===== config.mk =====
export PLATFORM = sky130hd
export DESIGN_NAME = line_window
export DESIGN_NICKNAME = d
export VERILOG_FILES = /design/src/hdl/conv_pkg.sv /design/src/hdl/line_window.sv
export VERILOG_INCLUDE_DIRS = /design/src /design/src/hdl
export SDC_FILE = /design/constraint.sdc
export NUM_CORES = 2
export LEC_CHECK = 0
export ABC_AREA = 1
export BUFFER_PORTS_ARGS = -buffer_cell sky130_fd_sc_hd__buf_4
export CORE_MARGIN = 5
export CORE_UTILIZATION = 28
export CTS_BUF_LIST = sky130_fd_sc_hd__clkbuf_16
export DETAILED_ROUTE_END_ITERATION = 7
export SLEW_MARGIN = 10
export SYNTH_ARGS = -nofsm -noshare
export SYNTH_HDL_FRONTEND = slang
export SYNTH_SLANG_ARGS = --single-unit

===== constraint.sdc =====
create_clock -name clk -period 4.6 [get_ports clk]
set_clock_uncertainty 0.15 [all_clocks]
set_input_delay 0 -clock clk [delete_from_list [all_inputs] [get_ports clk]]
set_output_delay 0 -clock clk [all_outputs]
set_load 0.005 [all_outputs]

===== src/hdl/conv_params.svh =====
`ifndef CONV_PARAMS_SVH
`define CONV_PARAMS_SVH

// Pixel and kernel weight width
`define CONV_PIX_W 16

// Bias input width
`define CONV_BIAS_W 16

// Full precision sum of nine 32-bit products plus bias
`define CONV_RES_W 40

// Widest supported image, sets the row buffer length
`define CONV_MAX_W 64

// Result FIFO entries
`define CONV_FIFO_DEPTH 16

// Windows between line_window and the FIFO write port
`define CONV_INFLIGHT 3

`endif


===== src/hdl/conv_pkg.sv =====
`default_nettype none

`include "conv_params.svh"

package conv_pkg;

    typedef enum logic [1:0] {
        IDLE,
        LOAD_KERNEL,
        STREAM,
        DRAIN
    } ctrl_state_t;

    // Encoding as seen on the size_sel input
    typedef enum logic [1:0] {
        SIZE_8  = 2'd0,
        SIZE_16 = 2'd1,
        SIZE_32 = 2'd2,
        SIZE_64 = 2'd3
    } size_sel_t;

    typedef logic signed [`CONV_PIX_W-1:0] pix_t;

    // Index 0 is the top left pixel, row-major
    typedef struct packed {
        pix_t [8:0] pix;
        logic       last;
    } window_t;

    typedef struct packed {
        logic signed [`CONV_RES_W-1:0] sum;
        logic                          last;
    } result_t;

endpackage

`default_nettype wire


===== src/hdl/line_window.sv =====
`timescale 1ns/1ps
`default_nettype none

`include "conv_params.svh"

module line_window (
    input  logic                   clk,
    input  logic                   reset,
    input  logic [`CONV_PIX_W-1:0] pix,
    input  logic                   pix_accept,
    input  logic [7:0]             image_width,
    output conv_pkg::window_t      win,
    output logic                   win_valid
);

    localparam int COL_W = $clog2(`CONV_MAX_W);

    // Previous row and the one before it
    logic [`CONV_PIX_W-1:0] row1_buf [`CONV_MAX_W];
    logic [`CONV_PIX_W-1:0] row2_buf [`CONV_MAX_W];

    conv_pkg::pix_t         top_sr [3];
    conv_pkg::pix_t         mid_sr [3];
    conv_pkg::pix_t         bot_sr [3];
    logic [COL_W-1:0]       col;
    logic [COL_W-1:0]       row;
    logic [`CONV_PIX_W-1:0] above1;
    logic [`CONV_PIX_W-1:0] above2;
    logic                   col_end;
    logic                   row_end;
    logic                   full_pos;
    logic                   last_q;

    assign above1   = row1_buf[col];
    assign above2   = row2_buf[col];
    assign col_end  = (8'(col) == image_width - 8'd1);
    assign row_end  = (8'(row) == image_width - 8'd1);
    // No padding, so the first two rows and columns give no window
    assign full_pos = (row >= COL_W'(2)) && (col >= COL_W'(2));

    always_ff @(posedge clk) begin
        if (pix_accept) begin
            row2_buf[col] <= above1;
            row1_buf[col] <= pix;
        end
    end

    // Oldest column sits at index 0
    always_ff @(posedge clk) begin
        if (pix_accept) begin
            top_sr[0] <= top_sr[1];
            top_sr[1] <= top_sr[2];
            top_sr[2] <= above2;
            mid_sr[0] <= mid_sr[1];
            mid_sr[1] <= mid_sr[2];
            mid_sr[2] <= above1;
            bot_sr[0] <= bot_sr[1];
            bot_sr[1] <= bot_sr[2];
            bot_sr[2] <= pix;
        end
    end

    always_ff @(posedge clk) begin
        if (reset) begin
            col       <= '0;
            row       <= '0;
            win_valid <= 1'b0;
            last_q    <= 1'b0;
        end else begin
            win_valid <= pix_accept && full_pos;
            if (pix_accept) begin
                last_q <= col_end && row_end;
                if (col_end) begin
                    col <= '0;
                    // Wrap at image end for the next frame
                    row <= row_end ? '0 : row + 1'b1;
                end else begin
                    col <= col + 1'b1;
                end
            end
        end
    end

    always_comb begin
        for (int i = 0; i < 3; i++) begin
            win.pix[i]     = top_sr[i];
            win.pix[i + 3] = mid_sr[i];
            win.pix[i + 6] = bot_sr[i];
        end
        win.last = last_q;
    end

endmodule

`default_nettype wire


==> flow_summary.yaml <==
logic_synthesis:
  ys_seq_elements: 2212
  synth_area_um2: 86460
  syn_avg_cell_area_um2: 12.99
  ys_seq_area_share_pct: 76.60
  async_flop_share_pct: 0
  syn_nets: 6686
  synthAdderAreaFrac_pct: 0.07236
  synth_top_family_by_area: "simple AND/OR/NAND/NOR gates"
  synth_compound_area_share_pct: 9.230
  syn_inst: 6654
  ys_warn_count: 0
  synthMuxAreaShare_pct: 0
  synth_ff_type: "edfxtp_1"
  synth-edff-count: 2192
  synth_cell_type_count: 30
  synthSimpleGateAreaFrac_pct: 11.15
  synth-xor-area-share_pct: 0.05065
pwr:
  p_leak_nw: 33.84
  power_mw: 45.38
  peakVddDrop_v: 0.0002939
  power_density_nw_per_um2: 444.8
grt:
  grt_max_degree: 145
  grt.total_usage_pct: 15.58
  grt_pass1_vias: 54467
  grt_overflow: 0
  antenna_found_initial: 25
  grt_pass1_wl_um: 374800
placed_design:
  dp_hpwl_um: 145800
  io_buffer_count: 172
  gp_congestion: 0.8375
  dp_slack_ns: 0.9599
clocking:
  post-cts-setup-buffers: 0
  cts_resized: 0
  h-tree-depth: 4
  cts-buffers-inserted: 232
  clockBufferDepth: 4
  clock_sinks: 2212
  path_clk_slew_ns: 0.06
  clkLatencyLatePin_ns: 0.96
  cts_tree: "done"
  cts-root-buf: "clkbuf_16"
job:
  maxCapViolCount: 0
final_layout:
  final_layout_size_suffix_gt1_share_pct: 12.08
  area_growth_pct: 18.00
  fin_nets: 6916
detailed_routing:
  wl_met3_um: 25360
  vias_per_cell: 5.083
  m1WireLength_um: 104900
  first_pass_iters: 8
  vias: 56967
  ant_nets: 0
  drtIter0Drc: 7078
  route.met2.wl_um: 120900
  maxUsedRoutingLayer: "met5"
  wl_per_cell_um: 23.24
  totalWireLength_um: 260400
  route.detailed.drc: 0
floorplan:
  pin_count: 173
  die_area_um2: 320000
  row_count: 204
  die_h_um: 565.7
  core_um2: 308100
  initial_utilization_pct: 28.06
  chipWidth_um: 565.7
worst_setup_path:
  end_kind: "register"
  worstSetupPathType: "reg2reg"
  arrival_ns: 4.23
  cpMostUsedCell: "nand2_1"
  crit_fanout: 49
  cpPeakStageDelay_ns: 0.83
  cp_slowest_cell: "dfxtp_4"
  cp.required_ns: 5.06
  cp-start-kind: "register"
  worstPathCellList: "buf_12, buf_4, o21ai_0, o22ai_1, nand2_1, nand3_1, nand2_1, nand2_1, nand3_1, nand2_2, buf_12"
  r2r_slack_ns: 0.83
sta:
  fin_ws_ns: 0.8319
  fin_crit_sh_pct: 81.92
  drv_slew: 0
  fin_setup_tns_ns: 0
  hold_violations: 0
  fmax_mhz: 265.4
  slew_headroom_pct: 17.45
  rsz0062_at_grt: "no"
  tightestPinTransition_ns: 1.238
  period_needed_ns: 3.768
  setup_viol: 0
run_status:
  status: "completed"
worst_hold_path:
  hold_class: "in2reg"
==> where the power goes <==
part	internal [mW]	switching, mW
Sequential	22.7	0.114
Clock	11.3	7.98
Combinational	0.884	2.38
Total	34.9	10.5
==> cell type report <==
class | count | area, um2
Fill cell | 29907 | 206100
Sequential cell | 2212 | 66240
Multi-Input combinational cell | 3881 | 18250
Clock buffer | 234 | 5856
Tap cell | 4120 | 5155
Timing Repair Buffer | 448 | 4069
Clock inverter | 194 | 1977
Inverter | 109 | 445.4
Antenna cell | 9 | 22.52
==> state kept, by name, indices dropped and copies added (netlist names), named ones only <==
register,count
row2_buf,1024
mid_sr,48
bot_sr,48
row,6
top_sr,48
col,6
row1_buf,1024
last_q,1
win_valid,1
==> routing by layer <==
metal | track usage, % | up-vias
met5 | 0 | -
met4 | 5.269 | 10
met3 | 3.060 | 467
met2 | 24.95 | 2906
met1 | 21.21 | 28691
li1 | - | 24893
==> kinds of logic after synthesis <==
family / count (synthesis)
AOI/OAI and AO/OA: 1481
xor gates and xnor gates: 5
adders and majority gates: 5
buffers and inverters: 561
DFF: 2212
and+or+nand+nor: 2390
==> worst paths after layout <==
path	from	to	cells past startpoint
max reg2reg	register	row2_buf[23][4]	11
max	register	row2_buf[23][4]	11
min	pix[11]	bot_sr[0][43]	2
min reg2reg	top_sr[0][24]	top_sr[0][8]	0
==> worst max-delay path: cells and delay by family, from the launching register on <==
family	cells	cell delay, ns
and+or+nand+nor	6	0.91
buffers and inverters	3	1.08
DFF	1	0.83
AOI/OAI and AO/OA	2	0.48
==> through the flow <==
stage | hold slack [ns] | utilization (%) | instances | instance area [um2]
CTS | 0.04561 | 33.10 | 11197 | 102000
global route | 0.07631 | 33.11 | 11198 | 102000
global placement | 0.05332 | 30.43 | 10734 | 93760
finish | 0.06473 | 33.11 | 11207 | 102000
floorplan | -0.07762 | - | 6654 | 86460
detailed placement | 0.05604 | 30.44 | 10735 | 93790
==> cells in the mapped netlist, types with 2 or more instances <==
| cell | n | area (um2) |
|---|---|---|
| buf_1 | 39 | 146.4 |
| nor3_1 | 2 | 10.01 |
| o21ai_0 | 893 | 4469 |
| buf_2 | 63 | 315.3 |
| ha_1 | 5 | 62.56 |
| a21oi_1 | 72 | 360.4 |
| inv_1 | 106 | 397.9 |
| nor2_1 | 992 | 3724 |
| nand2_1 | 873 | 3277 |
| o21ai_1 | 67 | 335.3 |
| edfxtp_1 | 2192 | 65820 |
| dfxtp_1 | 20 | 400.4 |
| buf_6 | 10 | 112.6 |
| buf_4 | 61 | 457.9 |
| nand3_1 | 515 | 2577 |
| o22ai_1 | 446 | 2790 |
| nor4_1 | 2 | 12.51 |
| nand4_1 | 3 | 18.77 |
| xor2_1 | 5 | 43.79 |
| clkbuf_1 | 278 | 1044 |
==> timing repair <==
item / 4_1_cts / 5_1_grt
endpoints found under the setup margin: 0 / 0
hold buffers: 34 / 0
endpoints found under the hold margin: 1145 / 0
==> layout by cell type (no fill, tap or decap), drive strengths merged, types with 104 or more instances in the layout <==
cell and instances:
nor2 993, buf 415, inv 152, o21ai 960, nand2 873, edfxtp 2192
nand3 516, clkinv 104, o22ai 446, clkbuf 234
Note: power is estimated with default switching activity, not from simulation.
