<file path="config.mk">
export PLATFORM = sky130hd
export DESIGN_NAME = result_fifo
export DESIGN_NICKNAME = d
export VERILOG_FILES = /design/src/hdl/conv_pkg.sv /design/src/hdl/result_fifo.sv
export VERILOG_INCLUDE_DIRS = /design/src /design/src/hdl
export SDC_FILE = /design/constraint.sdc
export NUM_CORES = 1
export LEC_CHECK = 0
export BUFFER_PORTS_ARGS = -buffer_cell sky130_fd_sc_hd__buf_2
export CORE_ASPECT_RATIO = 2
export CORE_UTILIZATION = 50
export CTS_CLUSTER_SIZE = 8
export DETAILED_ROUTE_END_ITERATION = 7
export PLACE_DENSITY = 0.75
export SETUP_SLACK_MARGIN = 0.5
export SYNTH_ARGS = -nofsm -noshare
export SYNTH_HDL_FRONTEND = slang
export SYNTH_SLANG_ARGS = --single-unit
</file>
<file path="constraint.sdc">
create_clock -name clk -period 6.56 [get_ports clk]
set_input_delay 0.328 -clock clk [delete_from_list [all_inputs] [get_ports clk]]
set_output_delay 0.328 -clock clk [all_outputs]
set_load 0.01 [all_outputs]
</file>
<file path="src/hdl/conv_params.svh">
`ifndef CONV_PARAMS_SVH
`define CONV_PARAMS_SVH

// Pixel and kernel weight width
`define CONV_PIX_W 16

// Bias input width
`define CONV_BIAS_W 16

// Full precision sum of nine 32-bit products plus bias
`define CONV_RES_W 40

// Widest supported image, sets the row buffer length
`define CONV_MAX_W 64

// Result FIFO entries
`define CONV_FIFO_DEPTH 16

// Windows between line_window and the FIFO write port
`define CONV_INFLIGHT 3

`endif

</file>
<file path="src/hdl/conv_pkg.sv">
`default_nettype none

`include "conv_params.svh"

package conv_pkg;

    typedef enum logic [1:0] {
        IDLE,
        LOAD_KERNEL,
        STREAM,
        DRAIN
    } ctrl_state_t;

    // Encoding as seen on the size_sel input
    typedef enum logic [1:0] {
        SIZE_8  = 2'd0,
        SIZE_16 = 2'd1,
        SIZE_32 = 2'd2,
        SIZE_64 = 2'd3
    } size_sel_t;

    typedef logic signed [`CONV_PIX_W-1:0] pix_t;

    // Index 0 is the top left pixel, row-major
    typedef struct packed {
        pix_t [8:0] pix;
        logic       last;
    } window_t;

    typedef struct packed {
        logic signed [`CONV_RES_W-1:0] sum;
        logic                          last;
    } result_t;

endpackage

`default_nettype wire

</file>
<file path="src/hdl/result_fifo.sv">
`timescale 1ns/1ps
`default_nettype none

`include "conv_params.svh"

module result_fifo (
    input  logic                   clk,
    input  logic                   reset,
    input  conv_pkg::result_t      res,
    input  logic                   res_valid,
    input  logic                   m_axis_tready,
    output logic [`CONV_RES_W-1:0] m_axis_tdata,
    output logic                   m_axis_tvalid,
    output logic                   m_axis_tlast,
    output logic                   almost_full,
    output logic                   last_pop
);

    localparam int PTR_W = $clog2(`CONV_FIFO_DEPTH);
    localparam int CNT_W = $clog2(`CONV_FIFO_DEPTH + 1);

    conv_pkg::result_t mem [`CONV_FIFO_DEPTH];
    conv_pkg::result_t head;
    logic [PTR_W-1:0]  wr_ptr;
    logic [PTR_W-1:0]  rd_ptr;
    logic [CNT_W-1:0]  count;
    logic              push;
    logic              pop;

    assign head          = mem[rd_ptr];
    assign m_axis_tvalid = (count != '0);
    assign m_axis_tdata  = head.sum;
    assign m_axis_tlast  = m_axis_tvalid && head.last;
    assign push          = res_valid;
    assign pop           = m_axis_tvalid && m_axis_tready;
    assign last_pop      = pop && head.last;
    // Leaves room for every window already past the input
    assign almost_full   = (`CONV_FIFO_DEPTH - count) <= `CONV_INFLIGHT;

    always_ff @(posedge clk) begin
        if (push) begin
            mem[wr_ptr] <= res;
        end
    end

    always_ff @(posedge clk) begin
        if (reset) begin
            wr_ptr <= '0;
            rd_ptr <= '0;
            count  <= '0;
        end else begin
            if (push) begin
                wr_ptr <= (wr_ptr == PTR_W'(`CONV_FIFO_DEPTH - 1)) ? '0 : wr_ptr + 1'b1;
            end
            if (pop) begin
                rd_ptr <= (rd_ptr == PTR_W'(`CONV_FIFO_DEPTH - 1)) ? '0 : rd_ptr + 1'b1;
            end
            if (push && !pop) begin
                count <= count + 1'b1;
            end else if (pop && !push) begin
                count <= count - 1'b1;
            end
        end
    end

    assert property (@(posedge clk) disable iff (reset)
        push |-> (count != CNT_W'(`CONV_FIFO_DEPTH)))
        else $error("result_fifo: write while full");

endmodule

`default_nettype wire

</file>
==> results of run 1 <==
cell usage after synthesis, drive strengths merged:
cell / n
o22a: 1
mux2i: 2
nand2: 49
ha: 10
nor3: 1
and2: 17
buf: 28
a31oi: 1
and3: 1
clkbuf: 29
a21o: 1
mux2: 5
nor3b: 1
a22oi: 80
nor4bb: 1
nor2: 20
nor2b: 2
and3b: 1
a211oi: 1
o21a: 1
nand3: 2
dfxtp: 17
nor4: 2
o21ai: 2
edfxtp: 656
a311oi: 1
mux4: 162
a21oi: 9
o211ai: 1
o221ai: 2
nand2b: 1
inv: 7
or3: 2
fa: 1
xor2: 3
xnor2: 2
stage by stage:
step	util, %	setup WS [ps]	area, um^2
6_report	58.3	3020	29300
5_1_grt	58.3	2890	29300
4_1_cts	58.3	2950	29300
3_5_place_dp	53.1	3650	26700
3_3_place_gp	53.1	3660	26700
2_1_floorplan	-	4030	25500
registers in the layout, summed over array words and instances (netlist names), named ones only:
signal,count
count,5
mem,656
rd_ptr,4
wr_ptr,4
path summary, 6_finish.rpt:
path                                from                endpoint  slack, ps  cells after the start
setup / recovery                register        m_axis_tdata[37]       3020                      5
hold / removal                     reset   count[1]$_SDFFE_PP0P_         60                      2
setup reg to reg   count[0]$_SDFFE_PP0P_   count[4]$_SDFFE_PP0P_       3650                     11
hold reg to reg   wr_ptr[3]$_SDFFE_PP0P_  wr_ptr[3]$_SDFFE_PP0P_        550                      2
final cells by class:
class / count / area (um^2) / share of cell area, %
clock inverters: 4 / 42.5 / 0.145
clock buffers: 128 / 2560 / 8.76
repair buffers: 112 / 646 / 2.20
flip-flops and latches: 673 / 20000 / 68.5
diodes: 2 / 5.00 / 0.0171
multi-input cells: 385 / 5140 / 17.6
inverters: 7 / 26.3 / 0.0897
well taps: 649 / 812 / 2.77
critical path, cell delays in order, from the launching register on:
cell and delay [ps]:
dfxtp_4 950, buf_12 530, mux4_2 410, a22oi_1 260, nand2_1 170, buf_2 180
layer usage:
metal | vias to the layer above | routed length, um | global-route usage, %
met5 | - | 25 | 0
met4 | 4 | 2240 | 10.9
met3 | 155 | 4360 | 4.15
met2 | 669 | 30100 | 39.2
met1 | 6364 | 20200 | 27.7
li1 | 5039 | - | -
power breakdown:
group / switching, mW / internal (mW) / leakage, nW
clock network: 1.65 / 2.67 / 1.26
registers: 0.0858 / 4.80 / 6.07
logic: 0.723 / 0.733 / 2.02
cells in the final DEF (no fill, tap or decap), types with 3 or more instances in the layout:
master	Yosys	final
buf_2	10	88
nand2_1	49	49
inv_1	7	7
clkbuf_1	29	30
mux4_2	162	162
and2_2	0	17
ha_1	10	10
buf_4	3	22
nor2_1	20	18
xor2_1	3	3
edfxtp_1	656	656
a21oi_1	9	9
mux2_2	5	5
clkbuf_16	0	98
dfxtp_1	17	15
a22oi_1	80	80
cells by family after synthesis:
kind of cell / synth area share [%]
multiplexers: 14.6
XOR/XNOR: 0.172
AND/OR/NAND/NOR: 1.79
AO/OA/AOI/OAI: 2.86
buffers and inverters: 1.27
adder cells (fa/ha/maj): 0.570
flip-flops: 78.7
==> flow_summary.yaml, run 1 <==
status:
  status: "finished clean"
clock_tree:
  cts.sinks: 673
  cts_buffers: 94
  clkSlewWorstSetupHoldPaths_ps: 50
  postCtsSetupBuffers: 0
  cts_tree: "yes"
  clk_latency_ps: 620
  cts_root_buffer: "clkbuf_16"
  cts_buffer_depth: 3
  cts_max_level: 3
  postCtsHoldBufs: 0
  cts-resized-gates: 0
worst_setup_path:
  crit_arrival_ps: 3220
  required_ps: 6230
  crit_fanout: 102
  path_class: "register to output port"
  cp-start-kind: "register"
  end_kind: "output port"
power:
  leakage_nw: 9.35
  ir_worst_vdd_mv: 0.233
  finalPower_mw: 10.7
  p_per_area_nw_per_um2: 364
finish:
  drive_gt1_share_pct: 30.8
  syn2layout_area_growth_pct: 15.0
  stdcell_count: 1960
  num-fill-cells: 3543
  fin_nets: 1329
sta:
  hold_viol: 0
  worstMarginPinSlew_ps: 925
  setup_viol: 0
  timing.fmax_ghz: 0.282
  finalMaxSlewViolations: 0
  period_share_pct: 54.0
  min_period_ps: 3540
  rsz0062_at_grt: "no"
  whs_ps: 62.5
  fin_skew_ps: 24.4
  finalSetupTns_ps: 0
  slew_headroom_pct: 38.3
detailed_routing:
  vias: 12200
  drc: 0
  drtIter0Drc: 1379
  drt_first_pass_iters: 5
  wl_per_cell_um: 29.1
  drt-total-wl_um: 57000
  antenna_left: 0
  drt-vias-per-instance: 6.24
synth:
  yosysUniqueCellTypes: 39
  syn-instance-count: 1122
  ys_warn_count: 0
  synth_seq_cells: 673
  synth_fp_nets: 1178
  synth_area_leaders: "edfxtp_1, mux4_2, a22oi_1, dfxtp_1, nand2_1"
  netlist_area_um2: 25500
  synth_top_area_share_pct: 77.4
  synth.avg_cell_area_um2: 22.7
  yosysTopAreaCell: "edfxtp_1"
  yosysSeqAreaShare_pct: 78.7
global_routing:
  overflow: 0
  grt_max_degree: 103
  grt_usage_pct: 22.8
  antenna_found_initial: 4
  grt_pass1_vias: 13400
  grt_pass1_wl_um: 84200
floorplanning:
  num_rows: 116
  ios: 89
  die_x_um: 162
  die_area_um2: 51900
  core_um2: 50200
  die_y_um: 321
  initial_core_util_pct: 50.7
placed_design:
  gp_congestion: 0.714
  placed_cells: 1826
  io_buffers: 88
  hpwl_um: 25800
flow_run:
  drv_cap: 0
hold_path:
  hold_class: "input port to register"
Power figures use the tool's default switching activity.
==> run 2: changes to the inputs <==
Clock period 6.56 ns to 3.7 ns, I/O delays scaled along.
==> flow_summary.yaml, run 2 (synthesis results as in run 1) <==
worst_setup_path:
  end_kind: "output port"
  r2r-start: "count[0]$_SDFFE_PP0P_"
  cp_slowest_stage_delay_ps: 780
  cp-start-kind: "register"
  cp_slowest_cell: "dfxtp_4"
  ff2ff_path_depth: 11
  cp_cell_sequence: "buf_4, mux4_2, a22oi_1, nand2_1, buf_2"
  ff2ff_setup_slack_ps: 840
  crit_arrival_ps: 2790
  required_ps: 3510
  r2r_end: "count[4]$_SDFFE_PP0P_"
  crit_fanout: 41
  path_class: "register to output port"
floorplanning:
  die_x_um: 162
  ios: 89
  die_area_um2: 51900
  num_rows: 116
  die_y_um: 321
  initial_core_util_pct: 50.7
  core_um2: 50200
clock_tree:
  cts-resized-gates: 0
  cts_buffers: 94
  cts_max_level: 3
  cts.sinks: 673
  cts_buffer_depth: 3
  clk_latency_ps: 630
  cts_root_buffer: "clkbuf_16"
  clkSlewWorstSetupHoldPaths_ps: 50
  cts_tree: "yes"
finish:
  final_cell_mix: "edfxtp_1, mux4_2, clkbuf_16"
  largestRegisters: "mem: 656 flops, count: 5 flops"
  final_common_cell: "edfxtp_1"
  fin_nets: 1388
  num-fill-cells: 3431
  drive_gt1_share_pct: 30.8
  largest_reg_flops: 656
  regMostFlops: "mem"
  syn2layout_area_growth_pct: 17.6
  post-route-util_pct: 59.6
power:
  ir_worst_vdd_mv: 0.373
  finalPower_mw: 19.0
  leakage_nw: 9.63
  p_per_area_nw_per_um2: 633
global_routing:
  grt_pass1_wl_um: 84800
  antenna_found_initial: 1
  grt_usage_pct: 22.9
  grt_max_degree: 42
  overflow: 0
  grt_pass1_vias: 13500
hold_path:
  hold_class: "input port to register"
  hold_depth: 3
  min_from: "reset"
  whs_endpoint: "count[2]$_SDFFE_PP0P_"
sta:
  period_share_pct: 80.5
  rsz0062_at_grt: "no"
  min_period_ps: 2980
  finalSetupTns_ps: 0
  timing.fmax_ghz: 0.336
  worstMarginPinSlew_ps: 900
  fin_skew_ps: 21.6
  hold_viol: 0
  slew_headroom_pct: 40.0
  finalMaxSlewViolations: 0
  setup_viol: 0
detailed_routing:
  drc: 0
  drt_first_pass_iters: 5
  wl_per_cell_um: 28.6
  antenna_left: 0
  drtIter0Drc: 1284
  drt-total-wl_um: 57400
  vias: 12400
  drt-vias-per-instance: 6.20
placed_design:
  hpwl_um: 28500
  gp_congestion: 0.724
  io_buffers: 88
flow_run:
  drv_cap: 0
status:
  status: "finished clean"
-- run 2: timing repair --
item                       CTS  global route
buffers inserted             0             1
hold endpoints to repair   672             0
setup endpoints to repair    0             4
hold buffers                45             0
-- run 2: worst max-delay path by stage --
stage	endpoint	slack, ps
after global routing	count[3]$_SDFFE_PP0P_	520
final	m_axis_tdata[10]	720
after detailed placement	count[4]$_SDFFE_PP0P_	870
after floorplan	count[4]$_SDFFE_PP0P_	1170
after global placement	count[4]$_SDFFE_PP0P_	920
after CTS	m_axis_tdata[0]	550
-- run 2: area by class of cell --
type / count / area, um^2 / share of cell area, %
diodes: 1 / 2.50 / 0.00835
flip-flops and latches: 673 / 20000 / 66.9
clock buffers: 112 / 2440 / 8.15
clock inverters: 7 / 98.8 / 0.330
repair buffers: 171 / 1380 / 4.62
well taps: 649 / 812 / 2.71
inverters: 7 / 26.3 / 0.0877
multi-input cells: 385 / 5140 / 17.2
-- run 2: metrics by stage --
step,area (um^2),hold WS (ps),instances,setup slack (ps)
after CTS,29900,447,2003,547
after global routing,30000,485,2005,516
after global placement,26900,494,1839,917
after floorplan,25500,262,1122,1170
final,30000,474,2005,721
after detailed placement,26900,512,1839,867
-- run 2: worst max-delay path, delay by kind of cell (launching register included) --
family	cells	cell delay, ps
AO/OA/AOI/OAI	1	240
buffers and inverters	2	610
flip-flops	1	780
multiplexers	1	350
AND/OR/NAND/NOR	1	160
-- run 2: routing by layer --
layer  part of all wire (%)  track usage (%)
met3                    7.2             3.93
met5                      0                0
met2                     53             39.5
met1                     36             28.3
met4                    3.5             9.90
-- run 2: where the power goes --
group | internal, mW | leakage [nW] | total [mW] | switching [mW]
logic | 1.41 | 2.32 | 2.75 | 1.34
registers | 8.52 | 6.07 | 8.66 | 0.149
clock network | 4.58 | 1.24 | 7.56 | 2.98
==> run 3: changes to the inputs <==
Settings changed: PLACE_DENSITY 0.75 to 0.78.
Clock period 3.7 ns to 2.7 ns, I/O delays scaled along.
==> flow_summary.yaml, run 3 (synthesis results as in run 1) <==
sta:
  slew_headroom_pct: 53.1
  setup_viol: 0
  hold_viol: 0
  timing.fmax_ghz: 0.376
  min_period_ps: 2660
  worstMarginPinSlew_ps: 703
  rsz0062_at_grt: "yes"
  finalMaxSlewViolations: 0
  period_share_pct: 98.6
  fin_skew_ps: 18.5
global_routing:
  grt_pass1_wl_um: 95000
  grt_max_degree: 49
  grt_pass1_vias: 14100
  grt_usage_pct: 26.1
  overflow: 0
  antenna_found_initial: 1
worst_setup_path:
  cp-start-kind: "register"
  crit_arrival_ps: 2530
  required_ps: 2570
  crit_fanout: 7
  end_kind: "output port"
  path_class: "register to output port"
floorplanning:
  initial_core_util_pct: 50.7
  num_rows: 116
  core_um2: 50200
  ios: 89
  die_x_um: 162
  die_area_um2: 51900
  die_y_um: 321
clock_tree:
  cts_buffers: 94
  cts_buffer_depth: 3
  clk_latency_ps: 630
  cts_root_buffer: "clkbuf_16"
  cts.sinks: 673
  cts_max_level: 3
  clkSlewWorstSetupHoldPaths_ps: 50
  cts_tree: "yes"
detailed_routing:
  drtIter0Drc: 1550
  drt-total-wl_um: 67400
  drc: 0
  drt-vias-per-instance: 6.45
  antenna_left: 0
  wl_per_cell_um: 32.5
  drt_first_pass_iters: 5
  vias: 13400
placed_design:
  placed_cells: 1848
  hpwl_um: 29000
  gp_congestion: 0.769
  io_buffers: 88
flow_run:
  drv_cap: 0
finish:
  final_cell_mix: "edfxtp_1, mux4_2, clkbuf_16"
  largestRegisters: "mem: 656 flops, count: 5 flops"
  fin_nets: 1455
  stdcell_count: 2072
  syn2layout_area_growth_pct: 23.5
  num-fill-cells: 3212
  final_common_cell: "edfxtp_1"
  post-route-util_pct: 62.6
  largest_reg_flops: 656
  regMostFlops: "mem"
  drive_gt1_share_pct: 38.5
status:
  status: "finished clean"
hold_path:
  hold_class: "input port to register"
power:
  p_per_area_nw_per_um2: 893
  ir_worst_vdd_mv: 0.686
  leakage_nw: 10.2
==> run 3: cell types whose count changed in the layout (fill, tap and decap cells not counted), sizes merged <==
cell and delta:
buf +66, clkbuf +5, inv -3, dlygate4sd3 -2, bufbuf +1
==> run 3: where the power goes <==
part           switching, mW  internal, mW
registers              0.115          11.7
clock network           4.27          6.27
logic                   2.59          3.17
total                   6.97          21.1
==> run 3: critical path, stage by stage (launching register included) <==
cell and delay [ps]:
dfxtp_4 440, buf_4 170, buf_16 140, buf_4 130, mux4_2 500, a22oi_2 210, nand2_1 130, buf_2 170
==> run 3: worst paths after layout <==
check / startpoint / endpoint / slack (ps) / depth (start not counted)
max reg2reg: count[2]$_SDFFE_PP0P_ / count[4]$_SDFFE_PP0P_ / 290 / 11
min: m_axis_tready / register / 200 / 6
max: register / m_axis_tdata[1] / 40 / 7
min reg2reg: wr_ptr[3]$_SDFFE_PP0P_ / wr_ptr[3]$_SDFFE_PP0P_ / 540 / 2
==> run 3: area by class of cell <==
| type | instances | area [um^2] | share of cell area [%] |
|---|---|---|---|
| flip-flops and latches | 673 | 20100 | 63.8 |
| inverters | 7 | 33.8 | 0.107 |
| repair buffers | 238 | 2560 | 8.15 |
| multi-input cells | 385 | 5470 | 17.4 |
| well taps | 649 | 812 | 2.58 |
| clock inverters | 4 | 61.3 | 0.195 |
| clock buffers | 115 | 2450 | 7.80 |
| diodes | 1 | 2.50 | 0.00796 |
==> run 3: what timing repair did <==
| item | CTS | global route |
|---|---|---|
| hold buffers | 43 | 0 |
| endpoints found under the setup margin | 45 | 45 |
| pin swaps | 40 | 22 |
| endpoints found under the hold margin | 673 | 0 |
| resized for setup | 79 | 25 |
| cloned | 16 | 2 |
| buffers inserted | 31 | 12 |
==> run 3: layer usage <==
layer,track usage [%],share of wire [%],vias up
met5,0,0,-
met4,13.0,4.7,0
met1,30.9,33,6904
met3,4.77,8.6,194
met2,45.4,54,962
li1,-,-,5307
==> run 3: metrics by stage <==
step	power, mW	hold WS [ps]	setup TNS (ps)	cell area [um^2]	setup WS (ps)
6_report	28.1	200	0	31500	38.4
5_1_grt	28.8	216	-30.5	31500	-21.2
4_1_cts	27.6	42.1	0	31200	74.7
3_5_place_dp	15.9	502	0	27100	193
3_3_place_gp	15.8	486	0	27100	245
2_1_floorplan	14.8	212	0	25500	384
