### config.mk
export PLATFORM = sky130hd
export DESIGN_NAME = conv_control
export DESIGN_NICKNAME = d
export VERILOG_FILES = /design/src/hdl/conv_pkg.sv /design/src/hdl/conv_control.sv
export VERILOG_INCLUDE_DIRS = /design/src /design/src/hdl
export SDC_FILE = /design/constraint.sdc
export NUM_CORES = 1
export LEC_CHECK = 0
export ABC_AREA = 1
export BUFFER_PORTS_ARGS = -buffer_cell sky130_fd_sc_hd__clkbuf_2
export CORE_MARGIN = 2
export CORE_UTILIZATION = 25
export DETAILED_ROUTE_END_ITERATION = 8
export SLEW_MARGIN = 40
export SYNTH_ARGS = -nofsm -noshare
export SYNTH_HDL_FRONTEND = slang
export SYNTH_SLANG_ARGS = --single-unit
### constraint.sdc
create_clock -name clk -period 3.2 [get_ports clk]
set_clock_uncertainty 0.05 [all_clocks]
set_input_delay 0 -clock clk [delete_from_list [all_inputs] [get_ports clk]]
set_output_delay 0 -clock clk [all_outputs]
set_load 0.005 [all_outputs]
### src/hdl/conv_params.svh
`ifndef CONV_PARAMS_SVH
`define CONV_PARAMS_SVH

// Pixel and kernel weight width
`define CONV_PIX_W 16

// Bias input width
`define CONV_BIAS_W 16

// Full precision sum of nine 32-bit products plus bias
`define CONV_RES_W 40

// Widest supported image, sets the row buffer length
`define CONV_MAX_W 64

// Result FIFO entries
`define CONV_FIFO_DEPTH 16

// Windows between line_window and the FIFO write port
`define CONV_INFLIGHT 3

`endif

### src/hdl/conv_pkg.sv
`default_nettype none

`include "conv_params.svh"

package conv_pkg;

    typedef enum logic [1:0] {
        IDLE,
        LOAD_KERNEL,
        STREAM,
        DRAIN
    } ctrl_state_t;

    // Encoding as seen on the size_sel input
    typedef enum logic [1:0] {
        SIZE_8  = 2'd0,
        SIZE_16 = 2'd1,
        SIZE_32 = 2'd2,
        SIZE_64 = 2'd3
    } size_sel_t;

    typedef logic signed [`CONV_PIX_W-1:0] pix_t;

    // Index 0 is the top left pixel, row-major
    typedef struct packed {
        pix_t [8:0] pix;
        logic       last;
    } window_t;

    typedef struct packed {
        logic signed [`CONV_RES_W-1:0] sum;
        logic                          last;
    } result_t;

endpackage

`default_nettype wire

### src/hdl/conv_control.sv
`timescale 1ns/1ps
`default_nettype none

module conv_control (
    input  logic                clk,
    input  logic                reset,
    input  logic                load_kernel,
    input  conv_pkg::size_sel_t size_sel,
    input  logic                s_axis_tvalid,
    input  logic                s_axis_tlast,
    input  logic                almost_full,
    input  logic                last_pop,
    output logic                s_axis_tready,
    output logic                pix_accept,
    output logic                weight_load,
    output logic                bias_capture,
    output logic [7:0]          image_width,
    output logic                conv_done
);

    conv_pkg::ctrl_state_t state;
    logic [3:0]            weight_cnt;
    logic [12:0]           pix_cnt;
    logic [12:0]           pix_total;
    logic [7:0]            width_dec;
    logic                  weight_last;
    logic                  pix_last;

    always_comb begin
        case (size_sel)
            conv_pkg::SIZE_8:  width_dec = 8'd8;
            conv_pkg::SIZE_16: width_dec = 8'd16;
            conv_pkg::SIZE_32: width_dec = 8'd32;
            default:           width_dec = 8'd64;
        endcase
    end

    // Pixels per image for the latched width
    assign pix_total = 13'(image_width) * 13'(image_width);

    // Input is open for weights always, for pixels only while the FIFO has room
    assign s_axis_tready = (state == conv_pkg::LOAD_KERNEL) ||
                           ((state == conv_pkg::STREAM) && !almost_full);

    assign weight_load  = s_axis_tvalid && s_axis_tready && (state == conv_pkg::LOAD_KERNEL);
    assign pix_accept   = s_axis_tvalid && s_axis_tready && (state == conv_pkg::STREAM);
    assign weight_last  = (weight_cnt == 4'd8);
    assign bias_capture = weight_load && weight_last;
    assign pix_last     = (pix_cnt == pix_total - 13'd1);

    always_ff @(posedge clk) begin
        if (reset) begin
            state       <= conv_pkg::IDLE;
            weight_cnt  <= '0;
            pix_cnt     <= '0;
            image_width <= 8'd8;
            conv_done   <= 1'b0;
        end else begin
            conv_done <= 1'b0;
            case (state)
                conv_pkg::IDLE: begin
                    weight_cnt <= '0;
                    pix_cnt    <= '0;
                    if (load_kernel) begin
                        state <= conv_pkg::LOAD_KERNEL;
                    end else if (s_axis_tvalid) begin
                        // Stored kernel is reused
                        image_width <= width_dec;
                        state       <= conv_pkg::STREAM;
                    end
                end
                conv_pkg::LOAD_KERNEL: begin
                    if (weight_load) begin
                        weight_cnt <= weight_cnt + 4'd1;
                        if (weight_last) begin
                            image_width <= width_dec;
                            state       <= conv_pkg::STREAM;
                        end
                    end
                end
                conv_pkg::STREAM: begin
                    if (pix_accept) begin
                        pix_cnt <= pix_cnt + 13'd1;
                        if (pix_last) begin
                            state <= conv_pkg::DRAIN;
                        end
                    end
                end
                conv_pkg::DRAIN: begin
                    // Wait for the final result to leave the FIFO
                    if (last_pop) begin
                        conv_done <= 1'b1;
                        state     <= conv_pkg::IDLE;
                    end
                end
                default: state <= conv_pkg::IDLE;
            endcase
        end
    end

    // Source framing must agree with the selected image size
    assert property (@(posedge clk) disable iff (reset)
        (pix_accept && pix_last) |-> s_axis_tlast)
        else $error("conv_control: image end without s_axis_tlast");

    assert property (@(posedge clk) disable iff (reset)
        conv_done |=> !conv_done)
        else $error("conv_control: conv_done longer than one cycle");

endmodule

`default_nettype wire

==> results of run 1 <==
[kinds of logic (layout without fill, tap and decap cells)]
logic type | count (synthesis) | count (layout) | share of synthesized area
AND/OR/NAND/NOR | 123 | 123 | 0.332
buffers and inverters | 45 | 63 | 0.111
AO/OA/AOI/OAI | 35 | 35 | 0.119
flip-flops | 24 | 24 | 0.285
adder cells (fa/ha/maj) | 17 | 17 | 0.135
XOR/XNOR | 3 | 3 | 0.0156
other | 1 | 5 | 0.00222
[what timing repair did]
action,CTS,global route
endpoints found under the setup margin,0,2
resized for setup,0,1
endpoints found under the hold margin,3,0
hold buffers,4,0
[metrics by stage]
stage	util	power (mW)	hold WS [ns]	cells	setup WS, ns
global placement	0.287	1.09	0.180	339	0.309
CTS	0.301	1.32	0.0289	347	0.237
global route	0.302	1.44	0.0610	347	0.00250
floorplan	-	0.949	0.0708	252	0.591
detailed placement	0.287	1.10	0.189	339	0.263
finish	0.302	1.30	0.0413	347	0.301
[worst max path at each step]
stage                         startpoint       end
final                     image_width[4]  state[1]
after detailed placement  image_width[4]  state[0]
after CTS                 image_width[4]  state[0]
after global placement    image_width[4]  state[0]
after global routing      image_width[4]  state[0]
after floorplan           image_width[4]  state[0]
[final cells by class]
class	count	area, sq um
repair buffers	20	120
flip-flops and latches	24	482
fillers	708	4490
multi-input cells	183	1030
well taps	77	96.3
inverters	39	149
clock buffers	4	55.1
[cell usage in the layout, fill, tap and decap left out, drive strengths merged]
cell | synthesis | final
a31oi | 1 | 1
a211oi | 3 | 3
nor3 | 6 | 6
or2 | 1 | 1
and3 | 2 | 2
inv | 39 | 39
nor4 | 1 | 1
dlygate4sd3 | 0 | 4
o211ai | 2 | 2
clkbuf | 2 | 20
xor2 | 1 | 1
conb | 1 | 5
nand2 | 71 | 71
fa | 2 | 2
nand3 | 19 | 19
xnor2 | 2 | 2
nand4 | 3 | 3
o21a | 2 | 2
dfxtp | 24 | 24
ha | 15 | 15
a21oi | 19 | 19
nor2 | 20 | 20
a221oi | 2 | 2
o21ai | 6 | 6
[critical path: cells and delay by family (launching register included)]
family                     cells  cell delay, ns
and+or+nand+nor               10            0.73
buffers and inverters          2            0.18
adders and majority gates      4            1.29
xor gates and xnor gates       1            0.12
DFF                            1            0.48
[flip-flops by register name, indices dropped and copies added (netlist names)]
| name | cells |
|---|---|
| pix_cnt | 13 |
| state | 2 |
| conv_done | 1 |
| image_width | 4 |
| weight_cnt | 4 |
[power groups by stage]
stage | combinational (mW) | clock, mW | sequential [mW]
after detailed placement | 0.727 | 0 | 0.371
after CTS | 0.737 | 0.217 | 0.363
after global routing | 0.844 | 0.226 | 0.369
after floorplan | 0.589 | 0 | 0.360
after global placement | 0.725 | 0 | 0.369
final | 0.730 | 0.207 | 0.363
[routing by layer]
| layer | track usage | share of wire | vias to the layer above |
|---|---|---|---|
| li1 | - | - | 833 |
| met1 | 0.130 | 0.50 | 707 |
| met2 | 0.166 | 0.46 | 27 |
| met3 | 0.0308 | 0.040 | 2 |
| met4 | 0.00722 | 0.0023 | 0 |
| met5 | 0 | 0 | - |
==> flow_summary.yaml, run 1 <==
outcome:
  status: "finished clean"
clock_tree:
  clk_path_buf_depth: 2
  clock_latency_ns: 0.26
  cts.htree.levels: 1
  path_clk_slew_ns: 0.08
  cts_tree: "done"
  cts-root-buf: "clkbuf_8"
  numCtsBuffers: 3
  post_cts_buffers: 0
  clock-sinks: 24
power:
  p_per_area_mw_per_mm2: 671
  seqPwrFrac: 0.279
  ir_worst_vdd_mv: 0.180
  p_leak_nw: 0.884
  intPower_mw: 0.712
  sw_frac_of_total: 0.452
  power.switching_mw: 0.587
  comb_power_share: 0.562
  clkPwrFrac: 0.159
worst_setup_path:
  cp_slowest_cell: "fa_1"
  end_kind: "flop"
  cp_data_required_time_ns: 3.36
  cp.arrival_ns: 3.06
  r2r_slack_ns: 0.30
  cpPeakStageDelay_ns: 0.50
  regToRegEndpoint: "state[1]"
  cpMostUsedCell: "nand2_1"
  cp-start-kind: "flop"
  reg2reg_depth: 17
  reg2reg_from: "image_width[4]"
  worstPathCellList: "inv_1, ha_1, inv_1, ha_1, ha_1, fa_1, xnor2_1, nand2_1, nor2_1, nand2_1, nor2_1, nand3_1, nand2_1, nand2_2, nand2_1, nand2_1, nor2_1"
  path_max_fanout: 7
  crit_type: "flop to flop"
yosys:
  synth_warnings: 0
  yosys.area.top_type_share: 0.285
  ys_ff_latch: 24
  ys_seq_area_frac: 0.285
  synth_area_leader_cell: "dfxtp_1"
  synthTopCellsByCount: "65 x nand2_1, 35 x inv_1, 24 x dfxtp_1, 19 x a21oi_1, 19 x nor2_1"
  async_reset_ff_frac: 0
  synth_cell_type_count: 32
  netlist_top_cells_area: "dfxtp_1 28%, nand2_1 14%, ha_1 11%"
  syn-instance-count: 248
  synth_flop_cell: "dfxtp_1"
  synth_edf_count: 0
  synth_area_sq_mm: 0.00169
  synth_area_per_cell_sq_um: 6.80
  yosysMostFrequentCell: "nand2_1"
grt:
  grt_overflow: 0
  grt_max_degree: 14
  antenna_found_initial: 0
  grt_pass1_vias: 1429
  grt_first_pass_wirelength_um: 6110
  grtUsageTotal: 0.0990
place:
  gp_congestion: 0.792
  io_buffers: 16
  dp_hpwl_um: 2730
  placed_cell_area_sq_mm: 0.00184
timing:
  rsz0062_at_grt: "false"
  finalSetupTns_ns: 0
  final_hold_viol_count: 0
  fmax_ghz: 0.345
  slew_violations: 0
  min_period_ns: 2.90
  setup_viol_count_final: 0
  period_share: 0.906
hold_path:
  hold_class: "input pin to flop"
  holdPathStages: 5
  hold_end: "state[0]"
  min_from: "load_kernel"
floorplan:
  dieHeight_um: 86.1
  start_util: 0.263
  die_x_um: 86.1
  pin_count: 22
  placeableCoreArea_sq_mm: 0.00642
  std_cell_rows: 29
  dieArea_sq_mm: 0.00742
routing:
  ant_nets: 0
  drc: 0
  routed_wl_um: 3510
  routedWlPerCell_um: 10.1
  via_count: 1569
  via_per_inst: 4.52
  initialDrtViolationCount: 85
  drt_pass1_iterations: 4
flow_run:
  maxCapViolCount: 0
layout:
  drive_above_1_share: 0.133
  final_area_sq_mm: 0.00194
  area_delta_synth_final_pct: 14.8
  diodes: 0
  fin_nets: 297
Power figures use the tool's default switching activity.
==> inputs of run 2 (changes only) <==
--- a/config.mk
+++ b/config.mk
@@ -6,7 +6,7 @@
 export SDC_FILE = /design/constraint.sdc
 export NUM_CORES = 1
 export LEC_CHECK = 0
-export ABC_AREA = 1
+export ABC_AREA = 0
 export BUFFER_PORTS_ARGS = -buffer_cell sky130_fd_sc_hd__clkbuf_2
 export CORE_MARGIN = 2
 export CORE_UTILIZATION = 25
==> run 2 against run 1 <==
  * Clock-buffer cell count stayed put
  * Via count is 16% lower
  * Total power is 14% lower
  * Sequential share of layout area is 0.66 points higher
  * Synthesized cell count is 23% lower
  * Routed wire length is 7.0% lower
  * Global-route usage is 0.13 points lower
  * Critical path type unchanged
  * Critical endpoint is now state[0]
  * Highest routed layer unchanged
==> flow_summary.yaml, run 2 <==
worst_setup_path:
  cp.arrival_ns: 3.18
  worstPathCellList: "nand2_1, xor2_1, ha_1, ha_1, fa_1, xnor2_1, o2111ai_1, o31ai_2, a41oi_1, a311oi_2"
  regToRegEndpoint: "state[0]"
  cp_slowest_cell: "fa_1"
  r2r_slack_ns: 0.16
  end_kind: "flop"
  path_max_fanout: 4
  crit_type: "flop to flop"
  reg2reg_depth: 10
  cp-start-kind: "flop"
  cpPeakStageDelay_ns: 0.57
  cp_data_required_time_ns: 3.34
  reg2reg_from: "image_width[6]"
  cpMostUsedCell: "ha_1"
clock_tree:
  cts.htree.levels: 1
  numCtsBuffers: 3
  cts_tree: "done"
  clock-sinks: 24
  clk_path_buf_depth: 2
  cts-root-buf: "clkbuf_8"
  clock_latency_ns: 0.27
  path_clk_slew_ns: 0.09
layout:
  fin_nets: 238
  drive_above_1_share: 0.147
  area_delta_synth_final_pct: 16.2
  final_cell_mix: "22 x dfxtp_1, 17 x nor2_1, 16 x clkbuf_2"
  layout_commonest_cell: "dfxtp_1"
  diodes: 0
  reg.largest.list: "pix_cnt (13), image_width (4), weight_cnt (4)"
  largest_register_ffs: 13
  largest-register: "pix_cnt"
  nFillCells: 690
grt:
  grt_use_met2: 0.161
  met1_usage: 0.126
  antenna_found_initial: 0
  grt_first_pass_wirelength_um: 5760
  grtUsageTotal: 0.0977
  grt_pass1_vias: 1290
  grt_max_degree: 15
  grt_busiest_layer: "met2"
  grt_overflow: 0
  grt_util_met3: 0.0187
floorplan:
  placeableCoreArea_sq_mm: 0.00631
  dieArea_sq_mm: 0.00717
  dieHeight_um: 84.7
  pin_count: 22
  std_cell_rows: 29
  start_util: 0.258
  die_x_um: 84.7
routing:
  via_count: 1325
  drc: 0
  initialDrtViolationCount: 30
  routedWlPerCell_um: 11.3
  via_per_inst: 4.60
  routed_wl_um: 3260
  drt_pass1_iterations: 4
  ant_nets: 0
yosys:
  synth_warnings: 0
  synth_area_leader_cell: "dfxtp_1"
  synthTopCellsByCount: "24 x dfxtp_1, 17 x nor2_1, 15 x ha_1, 14 x inv_1, 14 x nand2_1"
  synth_flop_cell: "dfxtp_1"
  netlist_top_cells_area: "dfxtp_1 30%, ha_1 12%, xnor2_1 4.3%"
  ys_seq_area_frac: 0.295
  async_reset_ff_frac: 0
  synth_edf_count: 0
  syn-instance-count: 190
  yosysMostFrequentCell: "dfxtp_1"
  ys_ff_latch: 24
  synth_area_per_cell_sq_um: 8.57
  yosys.area.top_type_share: 0.295
  synth_cell_type_count: 45
  synth_area_sq_mm: 0.00163
power:
  p_per_area_mw_per_mm2: 591
  ir_worst_vdd_mv: 0.507
  p_leak_nw: 0.755
timing:
  fmax_ghz: 0.329
  setup_viol_count_final: 0
  worst_pin_slew_ns: 0.650
  whs_ns: 0.0146
  slew_violations: 0
  rsz0062_at_grt: "false"
  min_period_ns: 3.04
  relSlewSlack: 0.562
  period_share: 0.949
  finalSetupTns_ns: 0
  final_hold_viol_count: 0
outcome:
  status: "finished clean"
hold_path:
  holdPathStages: 3
  hold_class: "input pin to flop"
  hold_end: "state[0]"
  min_from: "load_kernel"
place:
  dp_hpwl_um: 2390
  gp_congestion: 0.738
  io_buffers: 16
flow_run:
  maxCapViolCount: 0
==> run 2: cell count changes in the layout (fill, tap and decap cells not counted), sizes merged, moves of 3 or more <==
cell / change
a21oi: -10
nand3b: +3
xnor2: +6
nand2b: +7
buf: +3
xor2: +7
nand2: -57
inv: -25
nor2: -3
nand3: -13
==> run 2: worst max path at each step <==
stage	from	endpoint	slack, ns	cells past startpoint
2_1_floorplan	image_width[5]	state[0]	0.30	12
3_3_place_gp	image_width[5]	state[0]	0.14	12
3_5_place_dp	image_width[5]	state[0]	0.1	11
4_1_cts	image_width[5]	state[0]	0.007	11
5_1_grt	image_width[5]	state[0]	0.02	11
6_report	image_width[6]	state[0]	0.16	10
==> run 2: layout make-up <==
cell class	count	area, sq um	area share
Multi-Input combinational cell	146	1060	0.562
Sequential cell	24	483	0.255
Timing Repair Buffer	23	143	0.0754
Tap cell	77	96.3	0.0509
Clock buffer	4	55.1	0.0291
Inverter	14	52.6	0.0278
==> run 2: cell families (layout without fill, tap and decap cells) <==
family,Yosys count,count (layout),synth area share
AOI/OAI and AO/OA,33,33,0.137
adders and majority gates,17,17,0.140
buffers and inverters,24,41,0.0646
other,1,5,0.00230
xor gates and xnor gates,18,18,0.114
and+or+nand+nor,71,71,0.235
DFF,24,24,0.295
muxes,2,2,0.0123
==> run 2: timing repair <==
action,in CTS,in global routing
buffers inserted,0,0
resized for setup,0,3
setup endpoints to repair,0,2
hold endpoints to repair,4,0
hold buffers,4,0
==> run 2: where the power goes <==
group	internal, mW	total (mW)	leakage (nW)	switching (mW)
sequential	0.323	0.350	0.195	0.0264
clock	0.110	0.210	0.0288	0.100
combinational	0.243	0.559	0.531	0.315
==> run 2: through the flow <==
step	worst slack [ns]	instance area, sq um	power (mW)	cells	util
after detailed placement	0.0954	1790	0.903	280	0.283
after CTS	0.00734	1880	1.13	288	0.298
after global routing	0.0194	1890	1.22	288	0.300
after floorplan	0.304	1640	0.775	194	-
final	0.163	1890	1.12	288	0.300
after global placement	0.145	1790	0.894	280	0.283
==> run 2: layer usage <==
| metal | wire, um | up-vias |
|---|---|---|
| met5 | 0 | - |
| met1 | 1580 | 614 |
| li1 | - | 689 |
| met2 | 1550 | 15 |
| met4 | 64 | 0 |
| met3 | 62 | 7 |
==> run 2: critical path, delay by kind of cell, from the launching register on <==
family | cells | cell delay, ns
AOI/OAI and AO/OA | 4 | 0.90
xor gates and xnor gates | 2 | 0.31
adders and majority gates | 3 | 1.18
DFF | 1 | 0.41
and+or+nand+nor | 1 | 0.11
==> inputs of run 3 (changes only) <==
==> constraint.sdc (replaced) <==
create_clock -name clk -period 3.45 [get_ports clk]
set_clock_uncertainty 0.05 [all_clocks]
set_input_delay 0 -clock clk [delete_from_list [all_inputs] [get_ports clk]]
set_output_delay 0 -clock clk [all_outputs]
set_load 0.005 [all_outputs]
==> run 3 against run 2 <==
  * Worst hold slack worse by 0.014 ns
  * Flip-flop and latch count unchanged
  * Die area unchanged
  * Combinational power down 11%
  * Non-clock buffer count down 3
  * Sequential power down 6.0%
  * Total power down 3.4%
  * Clock power up 20%
  * Worst setup slack better by 0.039 ns
  * Sequential share of layout area up 0.054 points
  * Cell area down 0.73%
  * Largest cell class unchanged
  * Largest power group unchanged
==> flow_summary.yaml, run 3 (synthesized netlist as in run 2, its figures left out) <==
place:
  post-place-ws_ns: 0.244
  gp_congestion: 0.729
  io_buffers: 16
  placed_cell_area_sq_mm: 0.00177
  dp_hpwl_um: 2400
worst_setup_path:
  r2r_slack_ns: 0.20
  end_kind: "flop"
  regToRegEndpoint: "state[0]"
  cpMostUsedCell: "ha_1"
  crit_type: "flop to flop"
  reg2reg_depth: 10
  worstPathCellList: "nand2_1, xor2_1, ha_1, ha_1, fa_1, xnor2_1, o2111ai_1, o31ai_1, a41oi_1, a311oi_2"
  cpPeakStageDelay_ns: 0.56
  critPathBufInv: 0
  path_max_fanout: 7
  reg2reg_from: "image_width[3]"
  cp.arrival_ns: 3.39
  cp.depth: 10
  cp_top_family: "adder cells"
  cp-start-kind: "flop"
  cp_slowest_cell: "fa_1"
  cp_data_required_time_ns: 3.59
hold_path:
  hold_class: "input pin to flop"
  min_from: "load_kernel"
  hold_end: "state[0]"
  holdPathStages: 3
timing:
  period_share: 0.942
  finalSetupTns_ns: 0
  setup_viol_count_final: 0
  worst_pin_slew_ns: 0.667
  min_period_ns: 3.25
  final_hold_viol_count: 0
  setup_ws_ns: 0.201
  fmax_ghz: 0.308
  slew_violations: 0
  relSlewSlack: 0.551
  rsz0062_at_grt: "false"
power:
  p_total_mw: 1.08
  p_per_area_mw_per_mm2: 575
  intPower_mw: 0.671
  comb_power_share: 0.463
  power.switching_mw: 0.409
  sw_frac_of_total: 0.379
  seqPwrFrac: 0.304
  clkPwrFrac: 0.232
  p_leak_nw: 0.745
  ir_worst_vdd_mv: 0.364
clock_tree:
  clock_latency_ns: 0.27
  clock-sinks: 24
  cts_tree: "done"
  clk_path_buf_depth: 2
  numCtsBuffers: 3
  path_clk_slew_ns: 0.09
  cts-root-buf: "clkbuf_8"
  cts.htree.levels: 1
layout:
  area_delta_synth_final_pct: 15.4
  diodes: 0
  largest_register_ffs: 13
  reg.largest.list: "pix_cnt (13), image_width (4), weight_cnt (4)"
  nFillCells: 698
  layout_commonest_cell: "dfxtp_1"
  final_cell_mix: "24 x dfxtp_1, 17 x nor2_1, 16 x clkbuf_2"
  drive_above_1_share: 0.120
  largest-register: "pix_cnt"
  fin_nets: 235
  final_area_sq_mm: 0.00188
floorplan:
  std_cell_rows: 29
  pin_count: 22
  start_util: 0.258
  placeableCoreArea_sq_mm: 0.00631
  dieHeight_um: 84.7
  dieArea_sq_mm: 0.00717
  die_x_um: 84.7
grt:
  grtUsageTotal: 0.0923
  grt_first_pass_wirelength_um: 5580
  antenna_found_initial: 0
  grt_max_degree: 15
  grt_pass1_vias: 1286
  grt_overflow: 0
routing:
  via_per_inst: 4.64
  routed_wl_um: 3180
  drt_pass1_iterations: 4
  drc: 0
  routedWlPerCell_um: 11.2
  ant_nets: 0
  initialDrtViolationCount: 37
  via_count: 1323
outcome:
  status: "finished clean"
flow_run:
  maxCapViolCount: 0
[run 3: layer usage]
metal	global-route usage	part of all wire	up-vias
li1	-	-	684
met1	0.122	0.50	625
met2	0.157	0.48	12
met3	0.0118	0.019	2
met4	0.0260	0.0075	0
met5	0	0	-
[run 3: cell type report]
type                       instances  area, sq um  area share
inverter                          14         52.6      0.0280
clock inverter                     1         30.0      0.0160
clock buffer                       3         41.3      0.0220
sequential                        24          480       0.256
multi-input combinational        146         1060       0.563
timing repair buffer              20          120      0.0640
tap                               77         96.3      0.0513
[run 3: what timing repair did]
item                                   CTS  global route
endpoints found under the hold margin    4             0
hold buffers                             4             0
gates resized for setup                  0             0
setup buffers                            0             0
[run 3: metrics by stage]
| step | std cells | utilization | hold WS (ns) |
|---|---|---|---|
| floorplan | 194 | - | 0.0179 |
| global placement | 277 | 0.280 | 0.179 |
| detailed placement | 277 | 0.280 | 0.178 |
| CTS | 285 | 0.297 | 0.00199 |
| global route | 285 | 0.297 | 0.0301 |
| finish | 285 | 0.297 | 0.000663 |
[run 3: worst max path at each step]
stage	slack, ns	from	endpoint
after detailed placement	0.24	image_width[3]	state[0]
after floorplan	0.55	image_width[5]	state[0]
after global placement	0.28	image_width[3]	state[0]
after CTS	0.18	image_width[3]	state[0]
after global routing	0.02	image_width[3]	state[0]
final	0.20	image_width[3]	state[0]
[run 3: power groups by stage]
stage / combinational (mW) / clock (mW) / sequential, mW
3_5_place_dp: 0.495 / 0 / 0.336
4_1_cts: 0.505 / 0.258 / 0.329
5_1_grt: 0.564 / 0.266 / 0.334
3_3_place_gp: 0.487 / 0 / 0.336
2_1_floorplan: 0.392 / 0 / 0.328
6_report: 0.500 / 0.251 / 0.329
[run 3: worst min-delay path: stages]
cell	delay [ns]
clkbuf_2	0.10
nand2_1	0.09
a311oi_2	0.08
